--- config.mk ---
export PLATFORM = sky130hd
export DESIGN_NAME = fetch_sequencer
export DESIGN_NICKNAME = d
export VERILOG_FILES = /design/src/rtl/rtlinf_pkg.sv /design/src/rtl/fetch_sequencer.sv
export SDC_FILE = /design/constraint.sdc
export NUM_CORES = 1
export LEC_CHECK = 0
export ABC_AREA = 0
export BUFFER_PORTS_ARGS = -buffer_cell sky130_fd_sc_hd__buf_2
export CORE_MARGIN = 3
export CORE_UTILIZATION = 30
export CTS_CLUSTER_DIAMETER = 200
export DETAILED_ROUTE_END_ITERATION = 8
export GPL_ROUTABILITY_DRIVEN = 0
export PLACE_DENSITY = 0.52
export SLEW_MARGIN = 30
export SYNTH_ARGS = -nofsm -noshare
export SYNTH_HDL_FRONTEND = slang
export SYNTH_SLANG_ARGS = --single-unit
--- constraint.sdc ---
create_clock -name clk -period 4.2 [get_ports clk]
set_clock_uncertainty 0.1 [all_clocks]
set_input_delay 0.63 -clock clk [delete_from_list [all_inputs] [get_ports clk]]
set_output_delay 0.63 -clock clk [all_outputs]
set_load 0.05 [all_outputs]
--- src/rtl/rtlinf_pkg.sv ---
`default_nettype none

package rtlinf_pkg;

  localparam int group_size  = 4;   // elements per activation group
  localparam int data_width  = 8;
  localparam int num_inputs  = 4;
  localparam int num_lanes   = 4;
  localparam int num_outputs = 4;
  localparam int addr_width  = 8;
  localparam int iter_width  = 8;
  localparam int reads_width = 6;

  localparam int prod_width  = 2 * data_width;
  localparam int acc_depth   = 2 ** reads_width; // one entry per read position

  typedef logic signed [data_width-1:0] data_t;
  typedef logic signed [prod_width-1:0] prod_t;  // wraps modulo 2^16
  typedef data_t [group_size-1:0]       group_t;
  typedef prod_t [group_size-1:0]       acc_group_t;
  typedef data_t [num_lanes-1:0]        weight_word_t; // byte l feeds lane l
  typedef logic [addr_width-1:0]        addr_t;
  typedef logic [iter_width-1:0]        iter_t;
  typedef logic [reads_width-1:0]       reads_t;

  // run configuration, captured on configure
  typedef struct packed {
    iter_t  num_iters;
    reads_t num_reads;
    addr_t  read_addr;
    addr_t  write_addr;
    data_t  min_clip;
    data_t  max_clip;
    logic   mode_in;   // 0 broadcast input 0, 1 input i to lane i
    logic   mode_out;  // 0 sum of lanes on port 0, 1 lane i to port i
  } kernel_cfg_t;

  typedef struct packed {
    logic   valid;
    group_t act;
    data_t  weight;
  } lane_in_t;

  typedef struct packed {
    logic       valid;
    acc_group_t sum;
  } lane_out_t;

  typedef enum logic [1:0] {
    idle,
    fetch_weight,
    fetch_acts
  } seq_state_t;

endpackage

`default_nettype wire

--- src/rtl/fetch_sequencer.sv ---
`default_nettype none

module fetch_sequencer (
  input  logic                                           clk,
  input  logic                                           rst_n,
  input  logic                                           configure,
  input  rtlinf_pkg::kernel_cfg_t                        cfg,
  output logic [rtlinf_pkg::num_inputs-1:0]              act_read,
  output rtlinf_pkg::addr_t [rtlinf_pkg::num_inputs-1:0] act_addr,
  output logic                                           weight_read,
  output rtlinf_pkg::addr_t                              weight_addr
);
  import rtlinf_pkg::*;

  seq_state_t state;
  iter_t      iter;    // current iteration
  reads_t     rd;      // read position inside the iteration
  addr_t      offset;  // iteration * num_reads + rd, kept as a running count

  logic last_read;
  logic last_iter;

  assign last_read = (rd == cfg.num_reads - 1'b1);
  assign last_iter = (iter == cfg.num_iters - 1'b1);

  always_ff @(posedge clk) begin
    if (!rst_n) begin
      state  <= idle;
      iter   <= '0;
      rd     <= '0;
      offset <= '0;
    end else if (configure) begin
      // a new configure restarts the run from scratch
      state  <= fetch_weight;
      iter   <= '0;
      rd     <= '0;
      offset <= '0;
    end else begin
      case (state)
        fetch_weight: begin
          state <= fetch_acts;
          rd    <= '0;
        end
        fetch_acts: begin
          offset <= offset + 1'b1;
          if (last_read) begin
            rd <= '0;
            if (last_iter) begin
              state <= idle;
            end else begin
              iter  <= iter + 1'b1;
              state <= fetch_weight; // next weight right behind the last read
            end
          end else begin
            rd <= rd + 1'b1;
          end
        end
        default: state <= idle;
      endcase
    end
  end

  assign weight_read = (state == fetch_weight);
  assign weight_addr = cfg.read_addr + iter;

  always_comb begin
    act_read = '0;
    if (state == fetch_acts) begin
      act_read = cfg.mode_in ? '1 : {{(num_inputs-1){1'b0}}, 1'b1}; // broadcast reads input 0 only
    end
    for (int i = 0; i < num_inputs; i++) begin
      act_addr[i] = cfg.read_addr + offset;
    end
  end

endmodule

`default_nettype wire

# Word level (Yosys, flattened, before mapping)

Cells that the tools add are included.
W data, S select, Z words.

Bits in registers: 24
Input port bits: 51

Muxes and demuxes: 8
Eq/ne operators: 6
Bitwise operators: 2
Add/subtract/negate cells: 7
Reduce and logical (&&, ||, !) cells: 3

Operators by type and width:

| cell                  | number |
|---|---|
| $add A8 B1 Y8 const B | 2 |
| $add A8 B8 Y8         | 2 |
| $pmux W6 S2           | 1 |
| $eq A8 B8 Y1          | 1 |
| $mux W4               | 2 |
| $sub A8 B1 Y8 const B | 1 |
| $add A6 B1 Y6 const B | 1 |
| $eq A6 B6 Y1          | 1 |
| $mux W6               | 1 |
| $sub A6 B1 Y6 const B | 1 |
| $pmux W2 S2           | 1 |
| $ne A3 B3 Y1 const B  | 1 |
| $reduce_and A3 Y1     | 1 |
| $eq A2 B1 Y1 const B  | 1 |
| $eq A2 B2 Y1 const B  | 1 |
| $mux W1               | 2 |
| $mux W2               | 1 |
| $ne A2 B2 Y1 const B  | 1 |
| $not A1 Y1            | 2 |
| $reduce_bool A2 Y1    | 1 |
| $reduce_or A2 Y1      | 1 |

# Logic depth before layout (Yosys ltp)

Gate-level depths: netlist of run 1.

Word-level depth: 6
Mapped depth: 10
Mapped depth without buffers: 9

# Worst setup path before layout of run 1

No wires, ideal clock.

Path type: input-to-output
Start point: input cfg[26] in the netlist's numbering
End point: output act_addr[14] in the netlist's numbering
Cell stages on the path: 10
Arrival time: 3061 ps
Slack: 409 ps
Path through: ha_1 -> inv_1 -> fa_1 -> nor2b_1 -> o21ai_0 -> a21boi_0 -> o21a_1 -> nor2_1 -> xnor2_1 -> buf_4

RTL lines:

| what        | RTL line             | source |
|---|---|---|
| from (decl) | fetch_sequencer.sv:7 | `input rtlinf_pkg::kernel_cfg_t cfg,` |
| to (decl)   | fetch_sequencer.sv:9 | `output rtlinf_pkg::addr_t [rtlinf_pkg::num_inputs-1:0] act_addr,` |

# Worst setup path after layout of run 1

Start point: register iter[0]
End point: output weight_addr[6]

Cells in the longest elaborated chain, start to end: 1

RTL lines:

| what                   | RTL line              | source |
|---|---|---|
| from (decl)            | fetch_sequencer.sv:16 | `iter_t iter;` |
| from (signal assigned) | fetch_sequencer.sv:51 | `iter <= iter + 1'b1;` |
| $add A8 B8 Y8          | fetch_sequencer.sv:64 | `assign weight_addr = cfg.read_addr + iter;` |
| to (decl)              | fetch_sequencer.sv:11 | `output rtlinf_pkg::addr_t weight_addr` |

Every way passes these cells.

==> metrics.yaml, run 1 <==
dieArea_um2: 8814
core_region_area_um2: 7370
clkTransAtPathRegs_ps: 100
finalSetupViolations: 0
leakage_nw: 1.106
maxCapViolCount: 0
clock_latency_ps: 270
synthFlopType: "dfxtp_1"
slew_headroom_pct: 47.62
post_cts_resized: 0
synth_warnings: 0
fin_nets: 395
holdPathStages: 2
fp.dieW_um: 93.89
cts.path.max_buffers: 2
hpwlAfterDp_mm: 3.977
cpPeakStageDelay_ps: 520
drc_errors: 0
syn_inst: 278
min_period_over_period_pct: 79.90
antenna_found_initial: 0
crit_family: "adder cells"
ir_worst_vdd_uv: 168.8
area_growth_pct: 13.12
dr.pass1.iters: 4
cp.depth: 10
fin_cells: 419
rsz0062_at_grt: "no"
crit_arrival_ps: 2630
max_freq_mhz: 298.0
synthArstFlopShare_pct: 0
die_h_um: 93.89
cp_max_fo: 7
placed_cells: 415
synth_edf_count: 0
critPathLaunchType: "flop"
h-tree-depth: 1
n_antenna_cell: 0
p_per_area_nw_per_um2: 236.1
cp_cell_sequence: "ha_1 -> inv_1 -> fa_1 -> nor2b_1 -> o21ai_0 -> a21boi_0 -> o21a_1 -> nor2_1 -> xnor2_1 -> buf_2"
cp_num_buf_inv: 2
ys_seq_area_share_pct: 20.73
hold_viol: 0
min_period_ps: 3356
worstSetupPathType: "reg -> out"
cts_hold_buf: 0
portBuffers: 70
grt_pass1_wl_mm: 8.231
min_path_type: "reg -> reg"
reg2reg_depth: 6
clkSinkCount: 24
post_drt_wl_per_cell_um: 11.79
rows: 31
ant_nets: 0
cp_slowest_cell: "dfxtp_1"
status: "finished, final reports clean"
report.final.slew_viol_count: 0
drive_above_1_share_pct: 26.25
synth_nets: 352
grt_pass1_vias: 1830
vias: 2009
first_iter_violations: 52
synth_area_um2: 2317
cts_tree: "done"
post-cts-setup-buffers: 0
routed_wl_mm: 4.940
fin_setup_tns_ps: 0
num_io_pins: 96
ys_types: 51
crit_path_end_kind: "output pin"
grt_use_total_pct: 11.25
crit_required_ps: 3470
yosys_register_bits: 24
viasPerCell: 4.795
fill_cells: 797
initial_core_util_pct: 31.44
cts-root-buf: "clkbuf_8"
cts_buffers: 3
grt_max_degree: 20
syn_avg_cell_area_um2: 8.335
grt_overflow_total: 0
worst_pin_slew_ps: 785.8
[power breakdown]
group	switching (mW)	leakage, nW	internal (mW)
clock	0.0822	0.0357	0.128
combinational	0.130	0.876	0.0495
sequential	0.00110	0.194	0.229
total	0.213	1.11	0.406
[cell usage in the layout, fill, tap and decap left out, types with 2 or more instances in the layout]
cell type,netlist,layout
or3b_1,2,2
or3_1,5,5
nand3_1,8,8
nor3b_1,2,2
fa_1,2,2
a21boi_0,4,4
nor2_1,27,27
and3_1,3,3
dfxtp_1,24,24
a31oi_1,2,2
xor2_1,11,11
xnor2_1,23,23
clkbuf_8,0,3
a21oi_1,14,14
nand2_1,7,7
and2_1,2,2
mux2i_1,2,2
inv_1,18,18
o41ai_1,2,2
nand2b_1,5,5
or4_4,2,2
nor2b_1,6,6
buf_2,1,70
ha_1,21,21
o31ai_1,7,7
o21ai_0,8,8
nand4_1,4,4
o21a_1,2,2
or4_1,6,6
a21o_1,3,3
nor3_1,6,6
[cell usage after synthesis (all sizes together), types with 6 or more instances]
| master | number | area [um^2] |
|---|---|---|
| xnor2 | 23 | 201.4 |
| nor3 | 6 | 30.03 |
| nand2 | 7 | 26.28 |
| a21oi | 14 | 70.07 |
| dfxtp | 24 | 480.5 |
| ha | 21 | 262.8 |
| o21ai | 8 | 40.04 |
| nor2 | 27 | 101.4 |
| or4 | 8 | 67.56 |
| nor2b | 6 | 37.54 |
| inv | 18 | 67.56 |
| xor2 | 11 | 96.34 |
| buf | 30 | 234.0 |
| o31ai | 7 | 52.55 |
| nand3 | 8 | 40.04 |
[sequential cells by signal, summed over array words and instances, names as in the netlist]
signal and flops:
state 2, rd 6, iter 8, offset 8
[logic make-up (layout without fill, tap and decap cells)]
family,count (synthesis),in the layout,synth area share [%]
AND/OR/NAND/NOR,94,94,23.00
AO/OA/AOI/OAI,51,51,16.15
buffers and inverters,50,92,13.34
XOR/XNOR,34,34,12.85
flip-flops,24,24,20.73
adder cells (fa/ha/maj),23,23,13.07
multiplexers,2,2,0.8640
[per-layer routing]
metal / track usage, % / wire (um) / vias to the layer above
met2: 18.92 / 2294 / 45
met5: 0 / 0 / -
met1: 15.09 / 2382 / 921
met3: 2.083 / 241 / 2
li1: - / - / 1041
met4: 2.046 / 23 / 0
[through the flow]
step	hold WS, ps	setup WS, ps	power (mW)	util, %	instance area [um^2]
2_1_floorplan	368.4	408.7	0.3894	-	2317
3_3_place_gp	393.9	941.0	0.4146	34.60	2550
4_1_cts	425.2	835.3	0.6252	35.57	2621
6_report	419.5	844.0	0.6189	35.57	2621
5_1_grt	452.6	599.0	0.6458	35.57	2621
3_5_place_dp	409.6	914.0	0.4166	34.60	2550
[final cells by class]
class	instances	area [um^2]	share of cell area (%)
Clock inverter	1	30.03	1.146
Inverter	18	67.56	2.578
Tap cell	99	123.9	4.726
Sequential cell	24	480.5	18.33
Timing Repair Buffer	70	350.3	13.37
Multi-Input combinational cell	204	1528	58.28
Clock buffer	3	41.29	1.575
[worst min-delay path: cells and delay by family (launching register included)]
kind | cells | cell delay, ps
flip-flops | 1 | 350
AO/OA/AOI/OAI | 2 | 140
[worst paths after layout]
check	startpoint	to	slack [ps]
hold / removal	offset[7]$_SDFFE_PP0P_	offset[7]$_SDFFE_PP0P_	420
setup reg to reg	rd[3]$_SDFFE_PP0P_	iter[3]$_SDFFE_PP0P_	1680
setup / recovery	iter[0]$_SDFFE_PP0P_	weight_addr[6]	840
hold reg to reg	offset[7]$_SDFFE_PP0P_	offset[7]$_SDFFE_PP0P_	420
Power figures use the tool's default switching activity.
==> run 2, diff against run 1 <==
--- a/config.mk
+++ b/config.mk
@@ -5,14 +5,14 @@
 export SDC_FILE = /design/constraint.sdc
 export NUM_CORES = 1
 export LEC_CHECK = 0
-export ABC_AREA = 0
+export ABC_AREA = 1
 export BUFFER_PORTS_ARGS = -buffer_cell sky130_fd_sc_hd__buf_2
 export CORE_MARGIN = 3
 export CORE_UTILIZATION = 30
 export CTS_CLUSTER_DIAMETER = 200
 export DETAILED_ROUTE_END_ITERATION = 8
 export GPL_ROUTABILITY_DRIVEN = 0
-export PLACE_DENSITY = 0.52
+export PLACE_DENSITY = 0.54
 export SLEW_MARGIN = 30
 export SYNTH_ARGS = -nofsm -noshare
 export SYNTH_HDL_FRONTEND = slang
==> constraint.sdc (replaced) <==
create_clock -name clk -period 2.7 [get_ports clk]
set_clock_uncertainty 0.1 [all_clocks]
set_input_delay 0.405 -clock clk [delete_from_list [all_inputs] [get_ports clk]]
set_output_delay 0.405 -clock clk [all_outputs]
set_load 0.05 [all_outputs]
==> run 2 against run 1 <==
  * Synthesized cell count grew 31%
  * Via count grew 13%
  * Combinational power grew 79%
  * Hold slack lost 150 ps
  * Register-to-register slack lost 720 ps
  * Sequential cell count is the same
  * Largest power group unchanged
  * Sequential share of layout area shrank 1.7 points
  * Utilization grew 1.8 points
  * Cell area grew 11%
  * Sequential power grew 56%
  * Non-clock buffer count grew 7
  * Cell count grew 24%
==> metrics.yaml, run 2 <==
status: "finished, final reports clean"
synthFlopType: "dfxtp_1"
cp_slowest_cell: "ha_1"
min_path_type: "in -> reg"
post-cts-setup-buffers: 0
synth_common_cells: "75 x nand2_1, 56 x inv_1, 34 x nand3_1, 34 x nor2_1, 26 x buf_4"
grt_max_degree: 15
switching_share_pct: 36.08
critPathLaunchType: "flop"
portBuffers: 70
crit_required_ps: 2190
ant_nets: 0
yosysMostFrequentCell: "nand2_1"
crit_arrival_ps: 2090
dr.max_layer_used: "met4"
synth_area_um2: 2405
fp.dieW_um: 95.53
grt_use_total_pct: 12.04
finalSetupViolations: 0
cpPeakStageDelay_ps: 390
p_seq_share_pct: 35.7
cp_num_buf_inv: 1
num_io_pins: 96
crit_path_end_kind: "output pin"
cp_cell_sequence: "ha_1 -> nand3_1 -> nand2_1 -> a21oi_1 -> o21ai_0 -> xor2_2 -> buf_2"
reg_top3: "iter (8), offset (8), rd (6)"
reg2reg_setup_slack_ps: 960
cts.path.max_buffers: 2
min_period_ps: 2592
finish.instance_area_um2: 2900
viasPerCell: 4.372
r2r-start: "rd[4]$_SDFFE_PP0P_"
routed_wl_mm: 5.433
n_antenna_cell: 0
die_h_um: 95.53
layout_commonest_cell: "nand2_1"
synth_warnings: 0
fill_cells: 874
netSwitchingPower_mw: 0.3624
cts_tree: "done"
p_int_mw: 0.6419
drc_errors: 0
placed_cell_area_um2: 2783
clkPwrFrac_pct: 32.4
crit_family: "adder cells"
regArea_um2: 483.0
p_per_area_nw_per_um2: 346.3
rows: 32
clock_latency_ps: 280
synth_top_cell_area_share_pct: 19.98
cts_buffers: 3
min_period_over_period_pct: 95.99
synth_top_cell_by_area: "dfxtp_1"
multi_input_area_um2: 1564
final_cell_mix: "75 x nand2_1, 64 x buf_2, 56 x inv_1"
synth_nets: 439
dieArea_um2: 9126
post_drt_wl_per_cell_um: 10.47
initial_core_util_pct: 30.96
wl_met2_mm: 2.518
fin_nets: 492
slew_headroom_pct: 69.11
grt_pass1_vias: 2016
max_freq_mhz: 385.8
cp_max_fo: 4
vias: 2269
drt-met1-wl_mm: 2.593
pre_cts_ws_ps: 74.45
dr_wl_met3_um: 270
core_region_area_um2: 7767
yosys_register_bits: 24
area_growth_pct: 20.60
critPathLaunch: "offset[2]$_SDFFE_PP0P_"
dr.pass1.iters: 4
synth_edf_count: 0
rsz0062_at_grt: "yes"
synthArstFlopShare_pct: 0
reg2reg_depth: 11
layout_setup_ws_ps: 108.2
antenna_found_initial: 0
cts-root-buf: "clkbuf_8"
maxCapViolCount: 0
report.final.slew_viol_count: 0
p_comb_share_pct: 32.0
fin_setup_tns_ps: 0
syn_inst: 365
clkTransAtPathRegs_ps: 90
first_iter_violations: 35
leakage_nw: 1.476
worstReg2RegEnd: "iter[5]$_SDFFE_PP0P_"
worst_pin_slew_ps: 462.8
grt_overflow_total: 0
grt_pass1_wl_mm: 8.983
total_power_mw: 1.004
critPathCapture: "act_addr[5]"
clkSinkCount: 24
syn_avg_cell_area_um2: 6.589
ys_seq_area_share_pct: 19.98
ir_worst_vdd_uv: 246.9
worstSetupPathType: "reg -> out"
hpwlAfterDp_mm: 4.593
h-tree-depth: 1
cp.depth: 7
drive_above_1_share_pct: 24.94
hold_viol: 0
yosys-top-cells-area: "dfxtp_1 20%, nand2_1 12%, ha_1 11%"
ys_types: 25
whs_ps: 265.5
[run 2: changes by cell type after synthesis, moves of 4 or more]
cell	change
nand2_1	+68
inv_1	+38
nand3_1	+26
xnor2_1	-13
xor2_1	+11
a21oi_1	+10
nor2_1	+7
o31ai_1	-7
nor2b_1	-6
or4_1	-6
nand2b_1	-5
or3_1	-5
a21boi_0	-4
[run 2: power by group through the flow]
stage          Sequential, mW  Combinational [mW]  Clock, mW
6_report                0.358               0.321      0.325
5_1_grt                 0.359               0.350      0.342
4_1_cts                 0.358               0.319      0.329
3_5_place_dp            0.367               0.318          0
3_3_place_gp            0.366               0.315          0
2_1_floorplan           0.366               0.268          0
[run 2: per-layer routing]
layer | GRT usage [%] | up-vias
met2 | 21.02 | 46
met3 | 1.736 | 4
met1 | 15.18 | 990
met4 | 3.673 | 0
met5 | 0 | -
li1 | - | 1229
[run 2: worst min path at each step]
stage | slack (ps) | start | end | cells past startpoint
finish | 270 | rst_n | state[0]$_SDFFE_PN0P_ | 3
global route | 280 | rst_n | state[0]$_SDFFE_PN0P_ | 3
CTS | 270 | rst_n | state[0]$_SDFFE_PN0P_ | 3
detailed placement | 370 | offset[7]$_SDFFE_PP0P_ | offset[7]$_SDFFE_PP0P_ | 1
global placement | 360 | offset[7]$_SDFFE_PP0P_ | offset[7]$_SDFFE_PP0P_ | 1
floorplan | 340 | offset[7]$_SDFFE_PP0P_ | offset[7]$_SDFFE_PP0P_ | 1
[run 2: worst min-delay path: cells and delay by family]
kind                   cells  cell delay [ps]
buffers and inverters      2              160
AO/OA/AOI/OAI              1               40
[run 2: layout make-up]
type / count / share of cell area (%)
tap: 102 / 4.400
clock buffer: 3 / 1.424
timing repair buffer: 77 / 15.06
clock inverter: 1 / 1.035
inverter: 58 / 7.506
sequential: 24 / 16.65
multi-input combinational: 254 / 53.93
[run 2: cell families (layout without fill, tap and decap cells)]
kind of cell | after synthesis | after routing | share of synthesized area [%]
and+or+nand+nor | 161 | 161 | 29.45
AOI/OAI and AO/OA | 38 | 38 | 8.585
DFF | 24 | 24 | 19.98
xor gates and xnor gates | 32 | 32 | 11.65
adders and majority gates | 23 | 23 | 12.59
buffers and inverters | 87 | 139 | 17.74
[run 2: through the flow]
stage,utilization (%),cells
finish,37.34,519
floorplan,-,365
CTS,36.78,519
detailed placement,35.82,515
global route,37.34,519
global placement,35.82,515
[run 2: what timing repair did]
action                                  CTS  global route
endpoints found under the setup margin    5            11
resized for setup                         2            19
hold buffers                              0             0
gates cloned                              0             0
pin swaps                                 0             1
==> run 3, diff against run 2 <==
--- a/config.mk
+++ b/config.mk
@@ -12,6 +12,7 @@
 export CTS_CLUSTER_DIAMETER = 200
 export DETAILED_ROUTE_END_ITERATION = 8
 export GPL_ROUTABILITY_DRIVEN = 0
+export MAX_ROUTING_LAYER = met4
 export PLACE_DENSITY = 0.54
 export SLEW_MARGIN = 30
 export SYNTH_ARGS = -nofsm -noshare
==> run 3 against run 2 <==
  * Cell area hardly changed
  * Hold slack better by 3.6 ps
  * Highest routed layer unchanged
  * Largest cell class unchanged
  * Sequential cell count stayed put
  * Sequential power hardly changed
  * Register-to-register slack hardly changed
  * Combinational power hardly changed
==> metrics.yaml, run 3 (same netlist as run 2, synthesis figures left out) <==
status: "finished, final reports clean"
portBuffers: 70
ant_nets: 0
post_drt_wl_per_cell_um: 10.45
whs_ps: 269.1
viasPerCell: 4.372
clock_latency_ps: 270
placed_cells: 515
grt_pass1_wl_mm: 8.976
drc_errors: 0
antenna_found_initial: 0
cts-root-buf: "clkbuf_8"
holdPathStages: 3
min_period_over_period_pct: 94.85
crit_path_end_kind: "output pin"
min_period_ps: 2561
report.final.slew_viol_count: 0
cts.path.max_buffers: 2
grt_pass1_vias: 2020
post-cts-setup-buffers: 0
cts_hold_buf: 0
h-tree-depth: 1
grt_use_total_pct: 12.38
layout_commonest_cell: "nand2_1"
clkTransAtPathRegs_ps: 90
grt_util_met1_pct: 15.14
dieArea_um2: 9126
area_growth_pct: 20.71
n_antenna_cell: 0
min_to: "state[0]$_SDFFE_PN0P_"
worst_pin_slew_ps: 465.9
die_h_um: 95.53
hold_viol: 0
reg2reg_setup_slack_ps: 970
cp_slowest_cell: "fa_2"
critPathLaunchType: "flop"
cpPeakStageDelay_ps: 350
grt_max_degree: 15
fp.dieW_um: 95.53
first_iter_violations: 33
num_io_pins: 96
reg2reg_depth: 11
use_met3_pct: 1.736
dr.pass1.iters: 4
grt_use_met2_pct: 21.08
maxCapViolCount: 0
routed_wl_mm: 5.422
drive_above_1_share_pct: 24.94
min_path_type: "in -> reg"
fin_util_pct: 37.37
busiest_layer: "met2"
fin_nets: 492
clkSinkCount: 24
final_cell_mix: "75 x nand2_1, 63 x buf_2, 56 x inv_1"
grt_overflow_total: 0
crit_required_ps: 2190
p_per_area_nw_per_um2: 345.8
worstSetupPathType: "reg -> out"
finalSetupViolations: 0
r2r-start: "rd[4]$_SDFFE_PP0P_"
min_from: "rst_n"
fin_cells: 519
core_region_area_um2: 7767
slew_headroom_pct: 68.90
leakage_nw: 1.476
reg_top3: "iter (8), offset (8), rd (6)"
rows: 32
cp_max_fo: 4
cts_buffers: 3
max_freq_mhz: 390.5
cp_cell_sequence: "ha_1 -> inv_1 -> fa_2 -> o21ai_2 -> nand2_1 -> a21oi_1 -> nor2_1 -> xnor2_4 -> buf_6"
ir_worst_vdd_uv: 243.9
hpwlAfterDp_mm: 4.593
initial_core_util_pct: 30.96
crit_arrival_ps: 2060
vias: 2269
worstReg2RegEnd: "iter[5]$_SDFFE_PP0P_"
cts_tree: "done"
[run 3: worst max-delay path by stage]
stage | start | cells after the start | slack, ps | end
2_1_floorplan | cfg[26] | 9 | -70 | act_addr[14]
3_3_place_gp | cfg[26] | 10 | 60 | act_addr[22]
3_5_place_dp | cfg[26] | 10 | 70 | act_addr[22]
4_1_cts | offset[0]$_SDFFE_PP0P_ | 9 | -30 | act_addr[22]
5_1_grt | iter[0]$_SDFFE_PP0P_ | 9 | -3 | weight_addr[6]
6_report | offset[0]$_SDFFE_PP0P_ | 9 | 140 | act_addr[30]
[run 3: critical path: cells and delay by family, from the launching register on]
kind                     cells  cell delay, ps
buffers and inverters        2             250
flip-flops                   1             340
AND/OR/NAND/NOR              2             170
adder cells (fa/ha/maj)      2             520
AO/OA/AOI/OAI                2             290
XOR/XNOR                     1             210
[run 3: what timing repair did]
| action | 4_1_cts | 5_1_grt |
|---|---|---|
| setup endpoints to repair | 5 | 11 |
| resized for setup | 2 | 21 |
| pin swaps | 0 | 1 |
[run 3: cell type report]
type | instances | area [um^2]
Fill cell | 873 | 4865
Multi-Input combinational cell | 254 | 1564
Sequential cell | 24 | 483.0
Timing Repair Buffer | 77 | 439.2
Inverter | 58 | 217.7
Tap cell | 102 | 127.6
Clock buffer | 3 | 41.29
Clock inverter | 1 | 30.03
[run 3: routing by layer]
metal | part of all wire (%) | routed length (um)
met5 | 0 | 0
met4 | 0.96 | 52
met3 | 4.8 | 259
met2 | 47 | 2522
met1 | 48 | 2588
[run 3: metrics by stage]
stage / cell area, um^2 / worst slack [ps] / total power, mW / TNS, ps
2_1_floorplan: 2469 / -70.43 / 0.6340 / -102.9
3_3_place_gp: 2783 / 58.67 / 0.6817 / 0
3_5_place_dp: 2783 / 74.45 / 0.6840 / 0
4_1_cts: 2856 / -33.66 / 1.006 / -131.5
5_1_grt: 2903 / -3.125 / 1.052 / -3.789
6_report: 2903 / 139.2 / 1.004 / 0
[run 3: where the power goes]
| group | switching [mW] | internal, mW | leakage, nW | total [mW] |
|---|---|---|---|---|
| clock network | 0.125 | 0.198 | 0.0357 | 0.324 |
| logic | 0.234 | 0.0878 | 1.25 | 0.322 |
| registers | 0.00206 | 0.356 | 0.195 | 0.358 |
| total | 0.361 | 0.642 | 1.48 | 1.00 |
